### src/hw/cpu_pkg.sv
`default_nettype none

package cpu_pkg;

    localparam int ADDR_W = 16;
    localparam int DATA_W = 8;

    localparam logic [ADDR_W-1:0] RST_VECTOR = 16'hfffc; // low byte of the start address

    // opcode byte as seen by the decoder
    typedef struct packed {
        logic [2:0] aaa; // operation
        logic [2:0] bbb; // addressing mode
        logic [1:0] cc;  // group
    } opcode_fields_t;

    typedef union packed {
        logic [DATA_W-1:0] raw;
        opcode_fields_t    f;
    } opcode_u;

    // single byte opcodes and jmp, matched on the raw byte
    localparam logic [DATA_W-1:0] OP_JMP_ABS = 8'h4c;
    localparam logic [DATA_W-1:0] OP_TAX     = 8'haa;
    localparam logic [DATA_W-1:0] OP_TXA     = 8'h8a;
    localparam logic [DATA_W-1:0] OP_INX     = 8'he8;
    localparam logic [DATA_W-1:0] OP_DEX     = 8'hca;
    localparam logic [DATA_W-1:0] OP_CLC     = 8'h18;
    localparam logic [DATA_W-1:0] OP_SEC     = 8'h38;
    localparam logic [DATA_W-1:0] OP_NOP     = 8'hea;

    // field values for the two decoded groups
    localparam logic [1:0] CC_ALU    = 2'b01;
    localparam logic [1:0] CC_X      = 2'b10; // ldx and stx
    localparam logic [2:0] BBB_IMM_X = 3'b000;
    localparam logic [2:0] BBB_ZPG   = 3'b001;
    localparam logic [2:0] BBB_IMM   = 3'b010;
    localparam logic [2:0] BBB_ABS   = 3'b011;
    localparam logic [2:0] AAA_ORA   = 3'b000;
    localparam logic [2:0] AAA_AND   = 3'b001;
    localparam logic [2:0] AAA_EOR   = 3'b010;
    localparam logic [2:0] AAA_ADC   = 3'b011;
    localparam logic [2:0] AAA_ST    = 3'b100;
    localparam logic [2:0] AAA_LD    = 3'b101;
    localparam logic [2:0] AAA_SBC   = 3'b111;

    localparam int MODE_W = 3;
    localparam logic [MODE_W-1:0] MODE_IMP = 3'd0;
    localparam logic [MODE_W-1:0] MODE_IMM = 3'd1;
    localparam logic [MODE_W-1:0] MODE_ZPG = 3'd2;
    localparam logic [MODE_W-1:0] MODE_ABS = 3'd3;
    localparam logic [MODE_W-1:0] MODE_JMP = 3'd4;
    localparam logic [MODE_W-1:0] MODE_BAD = 3'd7;

    localparam int ALU_OP_W = 2;
    localparam logic [ALU_OP_W-1:0] ALU_ADD = 2'd0;
    localparam logic [ALU_OP_W-1:0] ALU_AND = 2'd1;
    localparam logic [ALU_OP_W-1:0] ALU_ORA = 2'd2;
    localparam logic [ALU_OP_W-1:0] ALU_EOR = 2'd3;

    localparam int CARRY_W = 2;
    localparam logic [CARRY_W-1:0] CARRY_ZERO = 2'd0;
    localparam logic [CARRY_W-1:0] CARRY_ONE  = 2'd1;
    localparam logic [CARRY_W-1:0] CARRY_FLAG = 2'd2;

    localparam int SRC_W = 2;
    localparam logic [SRC_W-1:0] SRC_A    = 2'd0;
    localparam logic [SRC_W-1:0] SRC_X    = 2'd1;
    localparam logic [SRC_W-1:0] SRC_ZERO = 2'd2;

    localparam int DST_W = 2;
    localparam logic [DST_W-1:0] DST_NONE = 2'd0;
    localparam logic [DST_W-1:0] DST_A    = 2'd1;
    localparam logic [DST_W-1:0] DST_X    = 2'd2;

    localparam int ASEL_W = 2;
    localparam logic [ASEL_W-1:0] ASEL_PC  = 2'd0;
    localparam logic [ASEL_W-1:0] ASEL_ZPG = 2'd1;
    localparam logic [ASEL_W-1:0] ASEL_ABS = 2'd2;
    localparam logic [ASEL_W-1:0] ASEL_VEC = 2'd3;

    localparam int STATE_W = 3;
    localparam logic [STATE_W-1:0] T_BOOT0   = 3'd0;
    localparam logic [STATE_W-1:0] T_BOOT1   = 3'd1;
    localparam logic [STATE_W-1:0] T0_FETCH  = 3'd2;
    localparam logic [STATE_W-1:0] T1_DECODE = 3'd3;
    localparam logic [STATE_W-1:0] T2_OPER   = 3'd4;
    localparam logic [STATE_W-1:0] T3_ABS    = 3'd5;
    localparam logic [STATE_W-1:0] T_JAM     = 3'd7;

endpackage

`default_nettype wire

### src/hw/alu.sv
`timescale 1ns/10ps
`default_nettype none

module alu import cpu_pkg::*; (
    input  logic [DATA_W-1:0]   i_a,
    input  logic [DATA_W-1:0]   i_b,
    input  logic                i_ci,
    input  logic                i_b_inv,
    input  logic [ALU_OP_W-1:0] i_op,
    output logic [DATA_W-1:0]   o_out,
    output logic                o_co
);

    logic [DATA_W-1:0] b;
    logic [DATA_W:0]   sum;

    assign b   = i_b_inv ? ~i_b : i_b; // sbc, and dex via x + ff
    assign sum = {1'b0, i_a} + {1'b0, b} + {{DATA_W{1'b0}}, i_ci};

    always_comb begin
        o_co = 1'b0; // only the adder produces a carry
        case (i_op)
            ALU_AND: o_out = i_a & b;
            ALU_ORA: o_out = i_a | b;
            ALU_EOR: o_out = i_a ^ b;
            default: begin
                o_out = sum[DATA_W-1:0];
                o_co  = sum[DATA_W];
            end
        endcase
    end

endmodule

`default_nettype wire

### src/hw/decode.sv
`timescale 1ns/10ps
`default_nettype none

module decode import cpu_pkg::*; (
    input  opcode_u               i_opcode,
    output logic [MODE_W-1:0]     o_mode,
    output logic                  o_store,
    output logic [ALU_OP_W-1:0]   o_alu_op,
    output logic                  o_b_inv,
    output logic [CARRY_W-1:0]    o_carry_sel,
    output logic [SRC_W-1:0]      o_src,
    output logic [DST_W-1:0]      o_dst,
    output logic                  o_set_c,
    output logic                  o_clr_c,
    output logic                  o_c_from_alu
);

    always_comb begin
        o_mode       = MODE_BAD;
        o_store      = 1'b0;
        o_alu_op     = ALU_ADD;
        o_b_inv      = 1'b0;
        o_carry_sel  = CARRY_ZERO;
        o_src        = SRC_ZERO; // loads pass the memory byte through the adder
        o_dst        = DST_NONE;
        o_set_c      = 1'b0;
        o_clr_c      = 1'b0;
        o_c_from_alu = 1'b0;

        case (i_opcode.raw)
            OP_JMP_ABS: o_mode = MODE_JMP;
            OP_TAX: begin
                o_mode = MODE_IMP;
                o_src  = SRC_A;
                o_dst  = DST_X;
            end
            OP_TXA: begin
                o_mode = MODE_IMP;
                o_src  = SRC_X;
                o_dst  = DST_A;
            end
            OP_INX: begin
                o_mode      = MODE_IMP;
                o_src       = SRC_X;
                o_dst       = DST_X;
                o_carry_sel = CARRY_ONE; // x + 0 + 1
            end
            OP_DEX: begin
                o_mode  = MODE_IMP;
                o_src   = SRC_X;
                o_dst   = DST_X;
                o_b_inv = 1'b1; // x + ff
            end
            OP_CLC: begin
                o_mode  = MODE_IMP;
                o_clr_c = 1'b1;
            end
            OP_SEC: begin
                o_mode  = MODE_IMP;
                o_set_c = 1'b1;
            end
            OP_NOP: o_mode = MODE_IMP;
            default: begin
                if (i_opcode.f.cc == CC_ALU) begin
                    case (i_opcode.f.bbb)
                        BBB_ZPG: o_mode = MODE_ZPG;
                        BBB_IMM: o_mode = MODE_IMM;
                        BBB_ABS: o_mode = MODE_ABS;
                        default: o_mode = MODE_BAD;
                    endcase
                    o_src = SRC_A;
                    o_dst = DST_A;
                    case (i_opcode.f.aaa)
                        AAA_ORA: o_alu_op = ALU_ORA;
                        AAA_AND: o_alu_op = ALU_AND;
                        AAA_EOR: o_alu_op = ALU_EOR;
                        AAA_ADC: begin
                            o_carry_sel  = CARRY_FLAG;
                            o_c_from_alu = 1'b1;
                        end
                        AAA_SBC: begin
                            o_b_inv      = 1'b1;
                            o_carry_sel  = CARRY_FLAG;
                            o_c_from_alu = 1'b1;
                        end
                        AAA_ST: begin
                            o_store = 1'b1;
                            o_dst   = DST_NONE;
                            if (i_opcode.f.bbb == BBB_IMM) o_mode = MODE_BAD; // no sta #
                        end
                        AAA_LD: o_src = SRC_ZERO;
                        default: o_mode = MODE_BAD; // cmp not kept
                    endcase
                end else if (i_opcode.f.cc == CC_X) begin
                    case (i_opcode.f.bbb)
                        BBB_IMM_X: o_mode = (i_opcode.f.aaa == AAA_LD) ? MODE_IMM : MODE_BAD;
                        BBB_ZPG:   o_mode = MODE_ZPG;
                        BBB_ABS:   o_mode = MODE_ABS;
                        default:   o_mode = MODE_BAD;
                    endcase
                    case (i_opcode.f.aaa)
                        AAA_ST: begin
                            o_store = 1'b1;
                            o_src   = SRC_X;
                        end
                        AAA_LD:  o_dst  = DST_X;
                        default: o_mode = MODE_BAD;
                    endcase
                end
            end
        endcase
    end

endmodule

`default_nettype wire

### src/hw/sequencer.sv
`timescale 1ns/10ps
`default_nettype none

module sequencer import cpu_pkg::*; (
    input  logic              i_clk,
    input  logic              i_rst,
    input  logic              i_ready,
    input  logic [MODE_W-1:0] i_mode,
    input  logic              i_store,
    output logic [ASEL_W-1:0] o_addr_sel,
    output logic              o_ir_en,
    output logic              o_lo_en,
    output logic              o_pc_inc,
    output logic              o_pc_load,
    output logic              o_exec,
    output logic              o_write,
    output logic              o_sync,
    output logic              o_jam
);

    logic [STATE_W-1:0] state;
    logic [STATE_W-1:0] state_nx;

    always_ff @(posedge i_clk) begin
        if (i_rst) begin
            state <= T_BOOT0;
        end else if (i_ready) begin // a stall stretches the current cycle
            state <= state_nx;
        end
    end

    always_comb begin
        state_nx   = state;
        o_addr_sel = ASEL_PC;
        o_ir_en    = 1'b0;
        o_lo_en    = 1'b0;
        o_pc_inc   = 1'b0;
        o_pc_load  = 1'b0;
        o_exec     = 1'b0;
        o_write    = 1'b0;
        o_sync     = 1'b0;
        o_jam      = 1'b0;

        case (state)
            T_BOOT0: begin
                o_addr_sel = ASEL_VEC;
                o_lo_en    = i_ready; // vector low byte
                state_nx   = T_BOOT1;
            end
            T_BOOT1: begin
                o_pc_load = i_ready; // pc sits on the vector high byte here
                state_nx  = T0_FETCH;
            end
            T0_FETCH: begin
                o_sync   = 1'b1;
                o_ir_en  = i_ready;
                o_pc_inc = i_ready;
                state_nx = T1_DECODE;
            end
            T1_DECODE: begin
                state_nx = T0_FETCH;
                case (i_mode)
                    MODE_IMP: o_exec = i_ready;
                    MODE_IMM: begin
                        o_exec   = i_ready;
                        o_pc_inc = i_ready;
                    end
                    MODE_ZPG, MODE_ABS, MODE_JMP: begin
                        o_lo_en  = i_ready; // first operand byte
                        o_pc_inc = i_ready;
                        state_nx = T2_OPER;
                    end
                    default: state_nx = T_JAM;
                endcase
            end
            T2_OPER: begin
                state_nx = T0_FETCH;
                case (i_mode)
                    MODE_ZPG: begin
                        o_addr_sel = ASEL_ZPG;
                        o_exec     = i_ready & ~i_store;
                        o_write    = i_ready & i_store;
                    end
                    MODE_ABS: begin
                        o_lo_en  = i_ready; // high byte, low byte moves down
                        o_pc_inc = i_ready;
                        state_nx = T3_ABS;
                    end
                    MODE_JMP: o_pc_load = i_ready;
                    default:  state_nx  = T_JAM;
                endcase
            end
            T3_ABS: begin
                o_addr_sel = ASEL_ABS;
                o_exec     = i_ready & ~i_store;
                o_write    = i_ready & i_store;
                state_nx   = T0_FETCH;
            end
            default: begin
                o_jam    = 1'b1; // halted until reset
                state_nx = T_JAM;
            end
        endcase
    end

    a_no_write_when_jammed: assert property (@(posedge i_clk) disable iff (i_rst)
        !(o_write && o_jam));

    a_jam_is_final: assert property (@(posedge i_clk) disable iff (i_rst)
        state == T_JAM |=> state == T_JAM);

endmodule

`default_nettype wire

### src/hw/datapath.sv
`timescale 1ns/10ps
`default_nettype none

module datapath import cpu_pkg::*; (
    input  logic                i_clk,
    input  logic                i_rst,
    input  logic [DATA_W-1:0]   i_data,
    input  logic [MODE_W-1:0]   i_mode,
    input  logic                i_store,
    input  logic [ALU_OP_W-1:0] i_alu_op,
    input  logic                i_b_inv,
    input  logic [CARRY_W-1:0]  i_carry_sel,
    input  logic [SRC_W-1:0]    i_src,
    input  logic [DST_W-1:0]    i_dst,
    input  logic                i_set_c,
    input  logic                i_clr_c,
    input  logic                i_c_from_alu,
    input  logic [ASEL_W-1:0]   i_addr_sel,
    input  logic                i_ir_en,
    input  logic                i_lo_en,
    input  logic                i_pc_inc,
    input  logic                i_pc_load,
    input  logic                i_exec,
    input  logic                i_write,
    input  logic                i_sync,
    output opcode_u             o_opcode,
    output logic [ADDR_W-1:0]   o_addr,
    output logic                o_rw,
    output logic [DATA_W-1:0]   o_dout
);

    logic [DATA_W-1:0] a;
    logic [DATA_W-1:0] x;
    logic              c;
    logic [ADDR_W-1:0] pc;
    opcode_u           ir;
    logic [ADDR_W-1:0] opnd; // operand bytes enter at the top and shift down
    logic [DATA_W-1:0] sb;
    logic [DATA_W-1:0] db;
    logic [DATA_W-1:0] alu_out;
    logic              alu_ci;
    logic              alu_co;

    always_comb o_opcode.raw = i_sync ? i_data : ir.raw;

    always_comb begin
        case (i_src)
            SRC_A:   sb = a;
            SRC_X:   sb = x;
            default: sb = '0;
        endcase
        case (i_carry_sel)
            CARRY_ONE:  alu_ci = 1'b1;
            CARRY_FLAG: alu_ci = c;
            default:    alu_ci = 1'b0;
        endcase
        case (i_addr_sel)
            ASEL_ZPG: o_addr = {8'h00, opnd[ADDR_W-1:DATA_W]};
            ASEL_ABS: o_addr = opnd;
            ASEL_VEC: o_addr = RST_VECTOR;
            default:  o_addr = pc;
        endcase
    end

    assign db     = (i_mode == MODE_IMP) ? '0 : i_data; // implied ops ignore the bus
    assign o_rw   = !(i_store && (i_addr_sel == ASEL_ZPG || i_addr_sel == ASEL_ABS));
    assign o_dout = o_rw ? '0 : sb;

    alu u_alu (
        .i_a     (sb),
        .i_b     (db),
        .i_ci    (alu_ci),
        .i_b_inv (i_b_inv),
        .i_op    (i_alu_op),
        .o_out   (alu_out),
        .o_co    (alu_co)
    );

    always_ff @(posedge i_clk) begin
        if (i_rst) begin
            pc <= RST_VECTOR + 16'd1; // boot1 reads the vector high byte through pc
        end else if (i_pc_load) begin
            pc <= {i_data, opnd[ADDR_W-1:DATA_W]};
        end else if (i_pc_inc) begin
            pc <= pc + 16'd1;
        end
    end

    always_ff @(posedge i_clk) begin
        if (i_ir_en) ir.raw <= i_data;
        if (i_lo_en) opnd <= {i_data, opnd[ADDR_W-1:DATA_W]};
    end

    always_ff @(posedge i_clk) begin
        if (i_rst) begin
            a <= '0;
            x <= '0;
            c <= 1'b0;
        end else if (i_exec) begin
            if (i_dst == DST_A) a <= alu_out;
            if (i_dst == DST_X) x <= alu_out;
            if (i_set_c) begin
                c <= 1'b1;
            end else if (i_clr_c) begin
                c <= 1'b0;
            end else if (i_c_from_alu) begin
                c <= alu_co; // adc and sbc
            end
        end
    end

    a_dout_idle_on_read: assert property (@(posedge i_clk) disable iff (i_rst)
        o_rw |-> o_dout == '0);

    // the sequencer's write strobe must land on a cycle the bus shows as a write
    a_write_on_write_cycle: assert property (@(posedge i_clk) disable iff (i_rst)
        i_write |-> !o_rw);

endmodule

`default_nettype wire

### src/hw/cpu_core.sv
`timescale 1ns/10ps
`default_nettype none

module cpu_core import cpu_pkg::*; (
    input  logic              i_clk,
    input  logic              i_rst,
    input  logic [DATA_W-1:0] i_data,
    input  logic              i_ready,
    output logic [ADDR_W-1:0] o_addr,
    output logic              o_rw,
    output logic [DATA_W-1:0] o_dout,
    output logic              o_sync,
    output logic              o_jam
);

    opcode_u               opcode;
    logic [MODE_W-1:0]     mode;
    logic                  store;
    logic [ALU_OP_W-1:0]   alu_op;
    logic                  b_inv;
    logic [CARRY_W-1:0]    carry_sel;
    logic [SRC_W-1:0]      src;
    logic [DST_W-1:0]      dst;
    logic                  set_c;
    logic                  clr_c;
    logic                  c_from_alu;
    logic [ASEL_W-1:0]     addr_sel;
    logic                  ir_en;
    logic                  lo_en;
    logic                  pc_inc;
    logic                  pc_load;
    logic                  exec;
    logic                  write;

    decode u_decode (
        .i_opcode     (opcode),
        .o_mode       (mode),
        .o_store      (store),
        .o_alu_op     (alu_op),
        .o_b_inv      (b_inv),
        .o_carry_sel  (carry_sel),
        .o_src        (src),
        .o_dst        (dst),
        .o_set_c      (set_c),
        .o_clr_c      (clr_c),
        .o_c_from_alu (c_from_alu)
    );

    sequencer u_sequencer (
        .i_clk      (i_clk),
        .i_rst      (i_rst),
        .i_ready    (i_ready),
        .i_mode     (mode),
        .i_store    (store),
        .o_addr_sel (addr_sel),
        .o_ir_en    (ir_en),
        .o_lo_en    (lo_en),
        .o_pc_inc   (pc_inc),
        .o_pc_load  (pc_load),
        .o_exec     (exec),
        .o_write    (write),
        .o_sync     (o_sync),
        .o_jam      (o_jam)
    );

    datapath u_datapath (
        .i_clk        (i_clk),
        .i_rst        (i_rst),
        .i_data       (i_data),
        .i_mode       (mode),
        .i_store      (store),
        .i_alu_op     (alu_op),
        .i_b_inv      (b_inv),
        .i_carry_sel  (carry_sel),
        .i_src        (src),
        .i_dst        (dst),
        .i_set_c      (set_c),
        .i_clr_c      (clr_c),
        .i_c_from_alu (c_from_alu),
        .i_addr_sel   (addr_sel),
        .i_ir_en      (ir_en),
        .i_lo_en      (lo_en),
        .i_pc_inc     (pc_inc),
        .i_pc_load    (pc_load),
        .i_exec       (exec),
        .i_write      (write),
        .i_sync       (o_sync),
        .o_opcode     (opcode),
        .o_addr       (o_addr),
        .o_rw         (o_rw),
        .o_dout       (o_dout)
    );

endmodule

`default_nettype wire

### config.mk
export PLATFORM = sky130hd
export DESIGN_NAME = cpu_core
export DESIGN_NICKNAME = d
export VERILOG_FILES = /design/src/hw/cpu_pkg.sv /design/src/hw/alu.sv /design/src/hw/decode.sv /design/src/hw/sequencer.sv /design/src/hw/datapath.sv /design/src/hw/cpu_core.sv
export SDC_FILE = /design/constraint.sdc
export NUM_CORES = 1
export LEC_CHECK = 0
export BUFFER_PORTS_ARGS = -buffer_cell sky130_fd_sc_hd__buf_4
export CAP_MARGIN = 25
export CORE_AREA = 3 3 105 82
export CTS_BUF_LIST = sky130_fd_sc_hd__clkbuf_8
export DETAILED_ROUTE_END_ITERATION = 10
export DIE_AREA = 0 0 108 85
export GPL_TIMING_DRIVEN = 0
export PLACE_DENSITY = 0.81
export SLEW_MARGIN = 5
export SYNTH_ARGS = -nofsm -noshare
export SYNTH_HDL_FRONTEND = slang
export SYNTH_SLANG_ARGS = --single-unit
export TNS_END_PERCENT = 100
### constraint.sdc
create_clock -name i_clk -period 6.6 [get_ports i_clk]
set_input_delay 0.33 -clock i_clk [delete_from_list [all_inputs] [get_ports i_clk]]
set_output_delay 0.33 -clock i_clk [all_outputs]
set_load 0.05 [all_outputs]
# Yosys cells after proc, flatten, opt, wreduce, memory -nomap -nowiden
# Index checks and enable logic that the tools add are counted.
# totals
inputBits,11
register_bits,60
wordCells,153
out_inout_bits,27
# op_classes
n_addsub,3
n_reduce_logical,30
muxes,68
eq_ne,39
bitwise,6
# ops
cell,count
one-hot mux 16 bit (3 select lines),1
"== test 8 bit, second input constant",5
two-way mux 16 bit,2
two-way mux 8 bit,4
two-way mux 1 bit,26
"== test 3 x 2 -> 1 bit, second input constant",8
one-hot mux 2 bit (3 select lines),4
one-hot mux 3 bit (2 select lines),4
one-hot mux 8 bit (3 select lines),1
OR reduction 7 bit,3
two-way mux 2 bit,10
"== test 3 bit, second input constant",6
one-hot mux 3 bit (3 select lines),2
"adder 16 x 1 -> 16 bit, second input constant",1
one-hot mux 8 bit (2 select lines),1
two-way mux 3 bit,5
one-hot mux 3 bit (5 select lines),1
"== test 2 bit, second input constant",7
"== test 2 x 1 -> 1 bit, second input constant",6
"== test 3 x 1 -> 1 bit, second input constant",4
zero test 3 bit,4
OR reduction 3 bit,4
OR reduction 6 bit,2
OR reduction 2 bit,5
other kinds (23),30

# Logic depth before layout (Yosys ltp)
# depth
depth_word,20
ltp_mapped,21

# Modules after synthesis
# A second synthesis with hierarchy kept.
# unflattened
cells_unflattened,530
hier_area_um2,4702.0
# by_module_without_submodules
module,instances,cells_each,area_each_um2
datapath,1,297,2990.4
alu,1,105,838.3
decode,1,78,445.4
sequencer,1,50,427.9

# Worst setup path before layout
# Ideal clock, no wire load.
# synth_timing
path_type,reg2reg
start,register u_sequencer.state[1]
end,register u_datapath.x[6]
period_less_slack_ps,4547
setup_slack_ps,2053
stages_incl_launch_ff,20
arrival_ps,4426
setup_time_ps,121
path_cell_list,dfxtp_1 or3b_1 buf_2 clkinv_2 buf_4 buf_2 a21oi_1 nor2_1 o21ai_0 o21ai_2 xnor2_1 fa_1 fa_1 a21o_1 a21oi_1 o21bai_1 a21oi_1 xor2_1 a221oi_1 mux2_2
# synth_between
elab_chain_len,17
word_cells_on_any_way,97
# synth_rtl
item,line,source
"start, declared",sequencer.sv:21,logic [STATE_W-1:0] state;
"start signal, assigned",sequencer.sv:28,state <= state_nx;
== test 3 x 2 -> 1 bit *,sequencer.sv:44,case (state)
two-way mux 1 bit *,sequencer.sv:44,
net o_sync,cpu_core.sv:12,"output logic o_sync,"
two-way mux 8 bit *,datapath.sv:44,always_comb o_opcode.raw = i_sync ? i_data : ir.raw;
== test 3 bit,"decode.sv:73, decode.sv:96, decode.sv:101",
two-way mux 3 bit,decode.sv:96,BBB_IMM_X: o_mode = (i_opcode.f.aaa == AAA_LD) ? MODE_IMM : MODE_BAD;
one-hot mux 3 bit (3 select lines),decode.sv:95,case (i_opcode.f.bbb)
two-way mux 3 bit,decode.sv:101,case (i_opcode.f.aaa)
(+2 left out),n/a,
one-hot mux 3 bit (2 select lines),decode.sv:30,case (i_opcode.raw)
zero test 3 bit,"sequencer.sv:62, datapath.sv:65",
two-way mux 8 bit,datapath.sv:65,assign db = (i_mode == MODE_IMP) ? '0 : i_data;
NOT 8 bit,alu.sv:17,assign b = i_b_inv ? ~i_b : i_b;
two-way mux 8 bit,alu.sv:17,
adder 8 x 8 -> 9 bit,alu.sv:18,"assign sum = {1'b0, i_a} + {1'b0, b} + {{DATA_W{1'b0}}, i_ci};"
adder 9 x 1 -> 9 bit,alu.sv:18,
one-hot mux 8 bit (3 select lines),alu.sv:22,case (i_op)
"end signal, assigned",datapath.sv:101,if (i_dst == DST_X) x <= alu_out;
"end, declared",datapath.sv:33,logic [DATA_W-1:0] x;
# The timed path passes the listed nets; every way through them passes the cells marked *.
# A chain may end at the register's enable or synchronous reset.

# Worst setup path after layout
# layout_timing
start,register u_sequencer.state[1]
end,register u_datapath.a[6]
# layout_between
elab_chain_len,17
word_cells_on_any_way,97
# layout_rtl
item,line,source
== test 3 x 2 -> 1 bit,sequencer.sv:44,
two-way mux 1 bit,sequencer.sv:44,
two-way mux 8 bit,datapath.sv:44,
== test 3 bit,"decode.sv:73, decode.sv:96, decode.sv:101",
two-way mux 3 bit,decode.sv:96,
one-hot mux 3 bit (3 select lines),decode.sv:95,
two-way mux 3 bit,decode.sv:101,
two-way mux 3 bit,decode.sv:94,end else if (i_opcode.f.cc == CC_X) begin
two-way mux 3 bit,decode.sv:64,if (i_opcode.f.cc == CC_ALU) begin
one-hot mux 3 bit (2 select lines),decode.sv:30,
zero test 3 bit,"sequencer.sv:62, datapath.sv:65",
two-way mux 8 bit,datapath.sv:65,
NOT 8 bit,alu.sv:17,
two-way mux 8 bit,alu.sv:17,
adder 8 x 8 -> 9 bit,alu.sv:18,
adder 9 x 1 -> 9 bit,alu.sv:18,
one-hot mux 8 bit (3 select lines),alu.sv:22,
"end signal, assigned",datapath.sv:100,if (i_dst == DST_A) a <= alu_out;
"end, declared",datapath.sv:32,logic [DATA_W-1:0] a;
# Several ways; a longest one is shown, not always the timed one.

==> results.toml <==
[yosys]
ys_seq_elements = 60
synth_common_cells = "nand2_1 (53), a21oi_1 (49), dfxtp_1 (36), nor2_1 (36), clkbuf_1 (28)"
syn-num-nets = 598
synth_area_sq_um = 4710
yosysWarnings = 0
avgSynthCellArea_sq_um = 8.35
yosysTopAreaCell = "dfxtp_1"
synth_async_sr_flop_share = 0
ys_types = 71
synth_edf_count = 24
yosys-top-cells-area = "dfxtp_1 (15%), edfxtp_1 (15%), ha_1 (5.6%)"
yosysTopAreaCellShare = 0.153
synthCells = 564
synthFlopType = "dfxtp_1"
synth_most_common_cell = "nand2_1"
ys_seq_area_frac = 0.306

[worst_setup_path]
crit_chain = "or3b_1 -> buf_2 -> clkinv_2 -> buf_4 -> nand2_1 -> nand2_1 -> a21oi_1 -> nor4b_2 -> clkbuf_1 -> nand2_1 -> xnor2_1 -> fa_1 -> fa_1 -> a21o_1 -> a21oi_1 -> o21bai_1 -> a21oi_1 -> xor2_1 -> a221oi_1 -> mux2_2"
cp.depth = 20
critPathArrivalTime_ps = 5930
crit_slowest_cell = "nor4b_2"
worstPathMaxFanout = 10
cp.required_ps = 6890
cp-start-kind = "register"
path_buf_inv = 4
path_delay_family = "simple AND/OR/NAND/NOR gates"
worstSetupEndpointType = "register"
critical_path_class = "reg -> reg"
r2r_cells = 20
cpPeakStageDelay_ps = 510

[clocking]
postCtsSetupBuffers = 0
cts_tree = "yes"
hold_buffers = 0
path_clk_slew_ps = 80
clock-sinks = 60
clk_path_buf_depth = 2
numCtsBuffers = 9
htree_levels = 3
worstSkewPairLatency_ps = 340
cts-resized-gates = 0
cts_root_buf = "clkbuf_8"

[global_route]
antenna_found_initial = 0
grt_max_degree = 17
grt_pass1_wl_mm = 23.4
grt-ovfl-total = 0
grtUsageTotal = 0.323
grt_pass1_vias = 4609

[sta]
min_period_ps = 5650
period_share = 0.856
hold_violations = 0
timing.hold.ws_ps = 178
fin_skew_ps = 10.1
slew_headroom = 0.362
rsz0062_at_grt = "no"
tns_ps = 0
slew_viol_final = 0
setup_viol = 0
fmax_mhz = 177
worst_pin_slew_ps = 944

[place]
numPortBuffers = 36
dp_hpwl_mm = 10.6
dp_cells = 705
gp_congestion = 0.957
placed_cell_area_sq_um = 5110

[layout]
stdcell_area_sq_um = 5290
fin_nets = 645
fin_cells = 721
area_delta_synth_final_pct = 12.3
fillers = 624
drive_above_1_share = 0.153
insertedDiodeCount = 0

[floorplanning]
dieArea_sq_um = 9180
coreArea_sq_um = 7740
die_w_um = 108
die-height_um = 85
ios = 38
start_util = 0.609
rows = 28

[worst_hold_path]
min_path_cells = 1
hold_class = "in -> reg"

[drt]
postRouteAntennaNets = 0
met1_length_mm = 6.20
met2_length_mm = 6.17
drt_iter0_markers = 567
route.top_layer_used = "met4"
drc = 0
firstDrtPassIters = 5
drt-wirelength-per-cell_um = 20.0
wl_mm = 14.4
wl_met3_mm = 1.74
num_vias = 4835
viasPerCell = 6.71

[outcome]
status = "finished, final reports clean"

[run]
cap_viol_max_count = 0

[power_and_ir_drop]
power_density_nw_per_um2 = 196
ir_drop_mv = 0.175
power.leakage_nw = 2.23
-- path summary, 6_finish.rpt --
path                                                         from                           end  slack [ps]
worst max-delay path            u_sequencer.state[1]$_SDFFE_PP0P_  u_datapath.a[6]$_SDFFE_PP0P_         950
worst min-delay path                                    i_data[1]    u_datapath.ir[1]$_DFFE_PP_         180
worst max register to register  u_sequencer.state[1]$_SDFFE_PP0P_  u_datapath.a[6]$_SDFFE_PP0P_         950
worst min register to register       u_datapath.a[3]$_SDFFE_PP0P_  u_datapath.a[3]$_SDFFE_PP0P_         460
-- cell usage in the layout, fill, tap and decap left out, types with 5 or more instances in the layout --
cell      count
a211o_1       5
a21o_1        5
a21oi_1      49
a221o_1      11
a22oi_1      12
and2_1        7
and3_1       12
buf_2         8
buf_4        37
clkbuf_1     28
clkbuf_8     11
dfxtp_1      36
edfxtp_1     24
ha_1         21
inv_1        28
mux2_2       13
mux2i_1      15
nand2_1      53
nand2b_1     12
nand3_1       9
nand4_1       8
nor2_1       36
nor2b_1      18
nor3_1        9
nor3b_1       5
nor4_1        5
o211a_1       7
o21ai_0      24
o21ai_1       6
o22ai_1      10
xnor2_1      12
-- registers in the layout, indices dropped and copies added (netlist names) --
name	cells
u_datapath.opnd	16
u_datapath.x	8
u_datapath.ir	8
u_datapath.pc	16
u_sequencer.state	3
u_datapath.c	1
u_datapath.a	8
-- cells by family (layout without fill, tap and decap cells) --
group	Yosys count	in the layout	share of synthesized area
fa+ha+maj	23	23	0.0643
compound gates	172	172	0.254
xor+xnor	14	14	0.0260
mux	28	28	0.0629
flops	60	60	0.306
simple gates	199	199	0.227
buf+inv	68	120	0.0605
-- cell type report --
cell class	instances	area, sq um	share of cell area
Buffer	40	179	0.0338
Timing Repair Buffer	36	270	0.0511
Tap cell	105	131	0.0248
Inverter	28	106	0.0201
Clock inverter	5	27.5	0.00520
Multi-Input combinational cell	436	2990	0.564
Sequential cell	60	1440	0.272
Clock buffer	11	151	0.0286
-- per-stage QoR --
stage          setup slack (ps)   util  power, mW
2_1_floorplan              2050      -      0.634
6_report                    952  0.684       1.03
5_1_grt                     610  0.684       1.07
3_3_place_gp               1260  0.660      0.714
3_5_place_dp               1170  0.660      0.721
4_1_cts                    1140  0.684       1.03
-- worst reg2reg max path: cells and delay by family, from the launching register on --
kind                     cells  cell delay (ps)
XOR/XNOR                     2              300
AND/OR/NAND/NOR              5             1430
multiplexers                 1              220
buffers and inverters        4              960
AO/OA/AOI/OAI                6             1390
flip-flops                   1              380
adder cells (fa/ha/maj)      2              910
-- power by group --
group,internal (mW),switching [mW]
combinational,0.0966,0.195
sequential,0.406,0.0230
clock,0.155,0.159
total,0.657,0.378
-- per-layer routing --
metal	global-route usage	vias up
met1	0.458	2280
met5	0	-
met4	0.111	0
li1	-	2181
met3	0.0958	39
met2	0.471	335
Note: power is estimated with default switching activity, not from simulation.
